==> src/source/sam_asic_pkg.sv <==
`default_nettype none

package sam_asic_pkg;

	// ======================================================================
	// Port addresses, low byte of the I/O address
	// ======================================================================
	localparam logic [7:0] port_lmpr  = 8'hFA;
	localparam logic [7:0] port_hmpr  = 8'hFB;
	localparam logic [7:0] port_brdr  = 8'hFE;
	localparam logic [7:0] port_stat  = 8'hF9;
	localparam logic [7:0] port_midi  = 8'hFD;
	localparam logic [7:0] port_lptd  = 8'hE8;
	localparam logic [7:0] port_lpts  = 8'hE9;
	localparam logic [7:0] port_ext_c = 8'h80;
	localparam logic [7:0] port_ext_d = 8'h81;

	// MIDI byte length in 1 MHz ticks, and the point where the interrupt rises
	localparam int midi_frame_ticks = 320;
	localparam int midi_int_tick    = 15;

	// ======================================================================
	// Shared structs
	// ======================================================================
	typedef struct packed {
		logic [15:0] addr;
		logic [7:0]  wdata;
		logic        mreq_n;
		logic        iorq_n;
		logic        rd_n;
		logic        wr_n;
		logic        m1_n;
	} cpu_bus_t;

	typedef struct packed {
		logic lmpr;
		logic hmpr;
		logic brdr;
		logic stat;
		logic midi;
		logic lptd;
		logic lpts;
		logic ext_c;
		logic ext_d;
	} port_sel_t;

	typedef struct packed {
		logic       valid;
		port_sel_t  sel;
		logic [7:0] data;
	} port_write_t;

	typedef struct packed {
		logic       wp;
		logic       rom1_en;
		logic       rom0_off;
		logic [4:0] page_ab;
	} lmpr_t;

	typedef struct packed {
		logic       ext_ram;
		logic [1:0] mode3_hi;
		logic [4:0] page_cd;
	} hmpr_t;

	typedef struct packed {
		logic       soff;
		logic       unused;
		logic       color_hi;
		logic       ear;
		logic       mic;
		logic [2:0] color_lo;
	} brdr_t;

	typedef struct packed {
		lmpr_t      lmpr;
		hmpr_t      hmpr;
		logic [7:0] ext_c;
		logic [7:0] ext_d;
	} page_regs_t;

	typedef struct packed {
		logic [8:0] ram_page;
		logic       rom0_sel;
		logic       rom1_sel;
		logic       ram_wp;
		logic       ram_we;
	} mem_map_t;

endpackage

`default_nettype wire
==> src/source/sam_asic_top.sv <==
`timescale 1ns/1ps
`default_nettype none

module sam_asic_top #(
	parameter int tick_div = 96
) (
	input  wire                     clk_sys,
	input  wire                     reset,
	input  sam_asic_pkg::cpu_bus_t  bus,
	output logic [7:0]              port_rdata,
	output sam_asic_pkg::mem_map_t  mem_map,
	output logic [3:0]              border_color,
	output logic                    midi_tx,
	output logic                    int_midi,
	output logic [15:0]             audio_l,
	output logic [15:0]             audio_r
);

	sam_asic_pkg::port_write_t port_write;
	sam_asic_pkg::page_regs_t  page_regs;
	sam_asic_pkg::brdr_t       border;

	asic_port_decode u_decode (
		.clk_sys    (clk_sys),
		.reset      (reset),
		.bus        (bus),
		.port_write (port_write)
	);

	asic_port_regs u_regs (
		.clk_sys    (clk_sys),
		.reset      (reset),
		.port_write (port_write),
		.addr       (bus.addr),
		.int_midi   (int_midi),
		.page_regs  (page_regs),
		.border     (border),
		.port_rdata (port_rdata)
	);

	memory_pager u_pager (
		.bus       (bus),
		.page_regs (page_regs),
		.mem_map   (mem_map)
	);

	midi_transmitter #(
		.tick_div (tick_div)
	) u_midi (
		.clk_sys    (clk_sys),
		.reset      (reset),
		.port_write (port_write),
		.midi_tx    (midi_tx),
		.int_midi   (int_midi)
	);

	lpt_dac_mixer u_dac (
		.clk_sys    (clk_sys),
		.reset      (reset),
		.port_write (port_write),
		.ear        (border.ear),
		.audio_l    (audio_l),
		.audio_r    (audio_r)
	);

	// Colour bit 3 sits above the beeper bits in the border register
	assign border_color = {border.color_hi, border.color_lo};

endmodule

`default_nettype wire

==> src/source/lpt_dac_mixer.sv <==
`timescale 1ns/1ps
`default_nettype none

module lpt_dac_mixer (
	input  wire                       clk_sys,
	input  wire                       reset,
	input  sam_asic_pkg::port_write_t port_write,
	input  wire                       ear,
	output logic [15:0]               audio_l,
	output logic [15:0]               audio_r
);

	logic [7:0]  data;
	logic        old_stb;
	logic [7:0]  vox_l;
	logic [7:0]  vox_r;
	logic [18:0] mix_l;
	logic [18:0] mix_r;

	always_ff @(posedge clk_sys) begin
		if (reset) begin
			data    <= '0;
			old_stb <= 1'b0;
			vox_l   <= '0;
			vox_r   <= '0;
		end else if (port_write.valid) begin
			if (port_write.sel.lptd) begin
				data <= port_write.data;
			end
			if (port_write.sel.lpts) begin
				// Strobe edge picks the channel
				if (!old_stb && port_write.data[0]) begin
					vox_l <= data;
				end
				if (old_stb && !port_write.data[0]) begin
					vox_r <= data;
				end
				old_stb <= port_write.data[0];
			end
		end
	end

	// Sample doubled to 16 bits, beeper on bit 17, then scaled down by 8
	assign mix_l = {1'b0, vox_l, vox_l, 2'b00} + {1'b0, ear, 17'd0};
	assign mix_r = {1'b0, vox_r, vox_r, 2'b00} + {1'b0, ear, 17'd0};

	assign audio_l = mix_l[18:3];
	assign audio_r = mix_r[18:3];

endmodule

`default_nettype wire

==> src/source/midi_transmitter.sv <==
`timescale 1ns/1ps
`default_nettype none

module midi_transmitter #(
	parameter int tick_div = 96
) (
	input  wire                       clk_sys,
	input  wire                       reset,
	input  sam_asic_pkg::port_write_t port_write,
	output logic                      midi_tx,
	output logic                      int_midi
);

	localparam int div_w = $clog2(tick_div);

	logic [div_w-1:0] div_cnt;
	logic             tick;
	logic [8:0]       tx_time;
	logic             pending;

	// ======================================================================
	// 1 MHz tick
	// ======================================================================
	assign tick = (div_cnt == div_w'(tick_div - 1));

	always_ff @(posedge clk_sys) begin
		if (reset || tick) begin
			div_cnt <= '0;
		end else begin
			div_cnt <= div_cnt + 1'b1;
		end
	end

	// ======================================================================
	// Frame timer
	// ======================================================================
	always_ff @(posedge clk_sys) begin
		if (reset) begin
			tx_time  <= '0;
			midi_tx  <= 1'b0;
			int_midi <= 1'b0;
			pending  <= 1'b0;
		end else begin
			if (tick) begin
				if (tx_time != '0) begin
					tx_time <= tx_time - 1'b1;
					// Rises as the timer steps down to the interrupt value
					if (tx_time == 9'(sam_asic_pkg::midi_int_tick + 1)) begin
						int_midi <= 1'b1;
					end
				end else begin
					midi_tx  <= 1'b0;
					int_midi <= 1'b0;
					if (pending) begin
						midi_tx <= 1'b1;
						tx_time <= 9'(sam_asic_pkg::midi_frame_ticks - 1);
						pending <= 1'b0;
					end
				end
			end
			// New byte wins over the one just started
			if (port_write.valid && port_write.sel.midi) begin
				pending <= 1'b1;
			end
		end
	end

	a_int_in_frame: assert property (@(posedge clk_sys) disable iff (reset)
		int_midi |-> midi_tx)
		else $error("MIDI interrupt outside a transmit frame");

endmodule

`default_nettype wire

==> src/source/memory_pager.sv <==
`timescale 1ns/1ps
`default_nettype none

module memory_pager (
	input  sam_asic_pkg::cpu_bus_t   bus,
	input  sam_asic_pkg::page_regs_t page_regs,
	output sam_asic_pkg::mem_map_t   mem_map
);

	logic [1:0] quarter;
	logic       ext_ram;
	logic       mem_wr;

	assign quarter = bus.addr[15:14];
	assign mem_wr  = ~bus.mreq_n & ~bus.wr_n;

	// External RAM covers the whole upper half
	assign ext_ram = page_regs.hmpr.ext_ram & bus.addr[15];

	assign mem_map.rom0_sel = ~page_regs.lmpr.rom0_off & (quarter == 2'd0);
	assign mem_map.rom1_sel = page_regs.lmpr.rom1_en & (quarter == 2'd3);
	assign mem_map.ram_wp   = page_regs.lmpr.wp & (quarter == 2'd0);

	always_comb begin
		if (ext_ram) begin
			if (bus.addr[14]) begin
				mem_map.ram_page = {1'b1, page_regs.ext_d};
			end else begin
				mem_map.ram_page = {1'b1, page_regs.ext_c};
			end
		end else begin
			// Odd quarters take the next page, carry kept in the wider result
			case (quarter)
				2'd0:    mem_map.ram_page = 9'(page_regs.lmpr.page_ab);
				2'd1:    mem_map.ram_page = 9'(page_regs.lmpr.page_ab) + 9'd1;
				2'd2:    mem_map.ram_page = 9'(page_regs.hmpr.page_cd);
				default: mem_map.ram_page = 9'(page_regs.hmpr.page_cd) + 9'd1;
			endcase
		end
	end

	assign mem_map.ram_we = mem_wr
		& ~(mem_map.rom0_sel | mem_map.rom1_sel | mem_map.ram_wp);

endmodule

`default_nettype wire

==> src/source/asic_port_regs.sv <==
`timescale 1ns/1ps
`default_nettype none

module asic_port_regs (
	input  wire                       clk_sys,
	input  wire                       reset,
	input  sam_asic_pkg::port_write_t port_write,
	input  wire  [15:0]               addr,
	input  wire                       int_midi,
	output sam_asic_pkg::page_regs_t  page_regs,
	output sam_asic_pkg::brdr_t       border,
	output logic [7:0]                port_rdata
);

	// ======================================================================
	// Write side
	// ======================================================================
	always_ff @(posedge clk_sys) begin
		if (reset) begin
			page_regs <= '0;
			border    <= '0;
		end else if (port_write.valid) begin
			if (port_write.sel.lmpr) begin
				page_regs.lmpr <= port_write.data;
			end
			if (port_write.sel.hmpr) begin
				page_regs.hmpr <= port_write.data;
			end
			if (port_write.sel.ext_c) begin
				page_regs.ext_c <= port_write.data;
			end
			if (port_write.sel.ext_d) begin
				page_regs.ext_d <= port_write.data;
			end
			if (port_write.sel.brdr) begin
				border <= port_write.data;
			end
		end
	end

	// ======================================================================
	// Read-back, straight from the address
	// ======================================================================
	always_comb begin
		case (addr[7:0])
			sam_asic_pkg::port_lmpr: port_rdata = page_regs.lmpr;
			sam_asic_pkg::port_hmpr: port_rdata = page_regs.hmpr;
			// Status: MIDI interrupt is active low on bit 4
			sam_asic_pkg::port_stat: port_rdata = {3'b111, ~int_midi, 4'b1111};
			default:                 port_rdata = 8'hFF;
		endcase
	end

endmodule

`default_nettype wire

==> src/source/asic_port_decode.sv <==
`timescale 1ns/1ps
`default_nettype none

module asic_port_decode (
	input  wire                    clk_sys,
	input  wire                    reset,
	input  sam_asic_pkg::cpu_bus_t bus,
	output sam_asic_pkg::port_write_t port_write
);

	logic                   port_we;
	logic                   old_we;
	sam_asic_pkg::port_sel_t sel_next;

	// I/O write outside of an interrupt acknowledge
	assign port_we = ~bus.iorq_n & ~bus.wr_n & bus.m1_n;

	// One compare per port against the low address byte
	always_comb begin
		sel_next.lmpr  = (bus.addr[7:0] == sam_asic_pkg::port_lmpr);
		sel_next.hmpr  = (bus.addr[7:0] == sam_asic_pkg::port_hmpr);
		sel_next.brdr  = (bus.addr[7:0] == sam_asic_pkg::port_brdr);
		sel_next.stat  = (bus.addr[7:0] == sam_asic_pkg::port_stat);
		sel_next.midi  = (bus.addr[7:0] == sam_asic_pkg::port_midi);
		sel_next.lptd  = (bus.addr[7:0] == sam_asic_pkg::port_lptd);
		sel_next.lpts  = (bus.addr[7:0] == sam_asic_pkg::port_lpts);
		sel_next.ext_c = (bus.addr[7:0] == sam_asic_pkg::port_ext_c);
		sel_next.ext_d = (bus.addr[7:0] == sam_asic_pkg::port_ext_d);
	end

	// Strobe history and the one-cycle event flag
	always_ff @(posedge clk_sys) begin
		if (reset) begin
			old_we           <= 1'b0;
			port_write.valid <= 1'b0;
		end else begin
			old_we           <= port_we;
			port_write.valid <= port_we & ~old_we;
		end
	end

	// Payload follows the bus, only meaningful with valid
	always_ff @(posedge clk_sys) begin
		port_write.sel  <= sel_next;
		port_write.data <= bus.wdata;
	end

	a_sel_onehot: assert property (@(posedge clk_sys) disable iff (reset)
		$onehot0(port_write.sel))
		else $error("port decoder selected more than one port");

endmodule

`default_nettype wire

==> config.mk <==
export PLATFORM = sky130hd
export DESIGN_NAME = sam_asic_top
export DESIGN_NICKNAME = d
export VERILOG_FILES = /design/src/source/sam_asic_pkg.sv /design/src/source/sam_asic_top.sv /design/src/source/lpt_dac_mixer.sv /design/src/source/midi_transmitter.sv /design/src/source/memory_pager.sv /design/src/source/asic_port_regs.sv /design/src/source/asic_port_decode.sv
export SDC_FILE = /design/constraint.sdc
export NUM_CORES = 1
export LEC_CHECK = 0
export ABC_CLOCK_PERIOD_IN_PS = 4200
export BUFFER_PORTS_ARGS = -buffer_cell sky130_fd_sc_hd__buf_4
export CORE_MARGIN = 3
export CORE_UTILIZATION = 55
export DETAILED_ROUTE_END_ITERATION = 8
export PLACE_DENSITY_LB_ADDON = 0.12
export SYNTH_ARGS = -nofsm -noshare
export SYNTH_HDL_FRONTEND = slang
export SYNTH_SLANG_ARGS = --single-unit
==> constraint.sdc <==
create_clock -name clk_sys -period 4.2 [get_ports clk_sys]
set_input_delay 0.21 -clock clk_sys [delete_from_list [all_inputs] [get_ports clk_sys]]
set_output_delay 0.21 -clock clk_sys [all_outputs]
set_load 0.02 [all_outputs]
==> flow_summary.json <==
{
  "status": "finished clean",
  "diodes": 0,
  "die_y_um": 93.42,
  "crit_end": "u_midi.tx_time[7]",
  "cts-root-buf": "clkbuf_8",
  "ir_drop_mv": 0.2482,
  "ys_async_sr_fraction_pct": 0,
  "hold_buffers": 8,
  "finalHoldViolCount": 0,
  "routed_wl_um": 9961,
  "cts_made_buffers": 9,
  "antenna_left": 0,
  "synth_seq_cells": 99,
  "worst_slew_pin_slew_ps": 1033,
  "pwr-share-clk_pct": 37.1,
  "cp.arrival_ps": 2520,
  "slew_headroom_pct": 30.97,
  "cts_tree": "done",
  "finalInstanceArea_um2": 5027,
  "route.vias.total": 3733,
  "r2r_cells": 7,
  "cp_max_fo": 10,
  "switching_share_pct": 21.46,
  "grt_pass1_wl_um": 16420,
  "firstDrtPassIters": 4,
  "grt_usage_pct": 23.58,
  "synthFlopType": "dfxtp_1",
  "fmax_ghz": 0.4457,
  "crit_family": "compound AO/OA/AOI/OAI gates",
  "grt_start_max_net_pins": 83,
  "p_sw_uw": 351.0,
  "syn_to_final_growth_pct": 19.62,
  "fin_skew_ps": 8.979,
  "rsz0062_at_grt": "no",
  "period_needed_ps": 2243,
  "cpPeakStageDelay_ps": 670,
  "crit_chain": "inv_1, ha_1, nor4b_4, a311oi_2, nand4_1, or3_1, a21oi_1",
  "drc": 0,
  "slowest_stage": "a311oi_2",
  "maxCapViolCount": 0,
  "start_util_pct": 57.33,
  "r2r_slack_ps": 1960,
  "fp.dieW_um": 93.42,
  "leakagePower_nw": 1.880,
  "final_common_cell": "nand2_1",
  "p_comb_share_pct": 4.4,
  "port_buffers": 82,
  "clk_latency_ps": 350,
  "yosysSeqAreaShare_pct": 47.16,
  "crit_type": "flop to flop",
  "wl_per_cell_um": 14.96,
  "fin_crit_sh_pct": 53.42,
  "yosys_warnings": 0,
  "avgSynthCellArea_um2": 8.372,
  "antenna_found_initial": 0,
  "endpoint_kind": "flop",
  "p_seq_share_pct": 58.5,
  "ioPinCount": 90,
  "reg2reg_from": "u_midi.tx_time[0]",
  "setup.worst_path.start_class": "flop",
  "drive_gt1_share_pct": 19.22,
  "htreeDepth": 3,
  "drt-initial-drc-count": 297,
  "r2r_end": "u_midi.tx_time[7]",
  "gp_congestion": 0.8851,
  "grt_pass1_vias": 3466,
  "worst-path-stages": 7,
  "startpoint": "u_midi.tx_time[0]",
  "die_area_um2": 8726,
  "post_cts_resize_count": 0,
  "gr-total-overflow": 0,
  "hpwl_um": 6828,
  "clk_path_buf_depth": 2,
  "netlist-cell-type-count": 47,
  "intPower_mw": 1.285,
  "vias_per_cell": 5.605,
  "powerDensity_nw_per_um2": 325.4,
  "fp.coreArea_um2": 7331,
  "syn_nets": 538,
  "setup_viol": 0,
  "cp_data_required_time_ps": 4480,
  "clkTransAtPathRegs_ps": 90,
  "slew_viol_final": 0,
  "placed_area_um2": 4743,
  "hp-class": "primary input to flop",
  "syn_area_um2": 4203,
  "crit_buf_inv": 1,
  "clkSinkCount": 99,
  "mostFrequentLayoutCells": "nand2_1 (100), dfxtp_1 (99), buf_4 (83)",
  "rows": 31,
  "cts_setup_buffers": 0,
  "synth_edf_count": 0,
  "num-nets-final": 598,
  "postSynthCellCount": 502,
  "final.setup.tns_ps": 0
}
layer usage:
metal	wire [µm]	share of wire (%)	up-vias	track usage, %
li1	-	-	1861	-
met4	52	0.52	0	6.105
met3	718	7.2	2	4.988
met5	0	0	-	0
met2	4842	49	115	38.65
met1	4348	44	1755	31.62
area by class of cell:
type                    count  area, µm²
repair buffers             91      703.2
fillers                   601       2303
multi-input cells         356       1996
clock buffers              12      155.1
flip-flops and latches     99       1982
well taps                  99      123.9
inverters                   5      18.77
clock inverters             4      48.80
per-stage QoR:
stage | setup WS [ps] | utilization [%] | std cells | hold WS (ps) | total power [mW]
after global placement | 2042 | 64.70 | 642 | 315.2 | 1.044
after floorplan | 1972 | - | 502 | 237.7 | 1.013
after detailed placement | 1999 | 64.70 | 642 | 317.0 | 1.045
final | 1957 | 68.58 | 666 | 34.11 | 1.636
after global routing | 1787 | 68.58 | 666 | 16.45 | 1.701
after CTS | 1983 | 68.58 | 666 | 20.64 | 1.651
registers in the layout (all words and copies together), names as in the netlist, 5 cells and up:
| register | flops |
|---|---|
| u_regs.border | 5 |
| u_dac.vox_l | 8 |
| u_midi.div_cnt | 7 |
| u_regs.page_regs | 32 |
| u_dac.data | 8 |
| u_dac.vox_r | 8 |
| u_decode.port_write | 17 |
| u_midi.tx_time | 9 |
kinds of logic after synthesis:
| group | Yosys count | share of synthesized area, % |
|---|---|---|
| mux | 11 | 2.709 |
| flops | 99 | 47.16 |
| fa+ha+maj | 5 | 1.489 |
| buf+inv | 47 | 5.358 |
| simple gates | 228 | 26.59 |
| compound gates | 100 | 14.20 |
| xor+xnor | 12 | 2.501 |
worst min path at each step:
stage | start | endpoint | slack (ps) | cells past startpoint
2_1_floorplan | bus[5] | u_decode.port_write[0] | 240 | 0
3_3_place_gp | bus[10] | u_decode.port_write[5] | 320 | 1
3_5_place_dp | bus[8] | u_decode.port_write[3] | 320 | 1
4_1_cts | bus[3] | u_decode.old_we | 20 | 2
5_1_grt | bus[3] | u_decode.old_we | 20 | 2
6_report | bus[3] | u_decode.old_we | 30 | 2
power groups by stage:
stage               combinational, mW  sequential [mW]  clock (mW)
detailed placement             0.0660            0.979           0
finish                         0.0721            0.957       0.606
global placement               0.0648            0.979           0
global route                   0.0784            0.959       0.664
CTS                            0.0721            0.957       0.622
floorplan                      0.0395            0.973           0
synthesized netlist by cell type, drive strengths merged (4+ instances only):
cell type,number,share of area (%)
and3,4,0.60
a211oi,4,0.83
nand2,100,8.9
nor2,27,2.4
a221o,7,1.7
a22oi,5,0.89
clkbuf,26,2.3
a21oi,67,8.0
o21ai,8,0.95
dfxtp,99,47
ha,5,1.5
mux2i,8,1.9
inv,4,0.36
nor3,11,1.6
buf,16,2.6
xnor2,5,1.0
nor3b,5,0.89
nand3,55,6.5
nand2b,4,0.66
xor2,7,1.5
(Power assumes the default switching activity.)
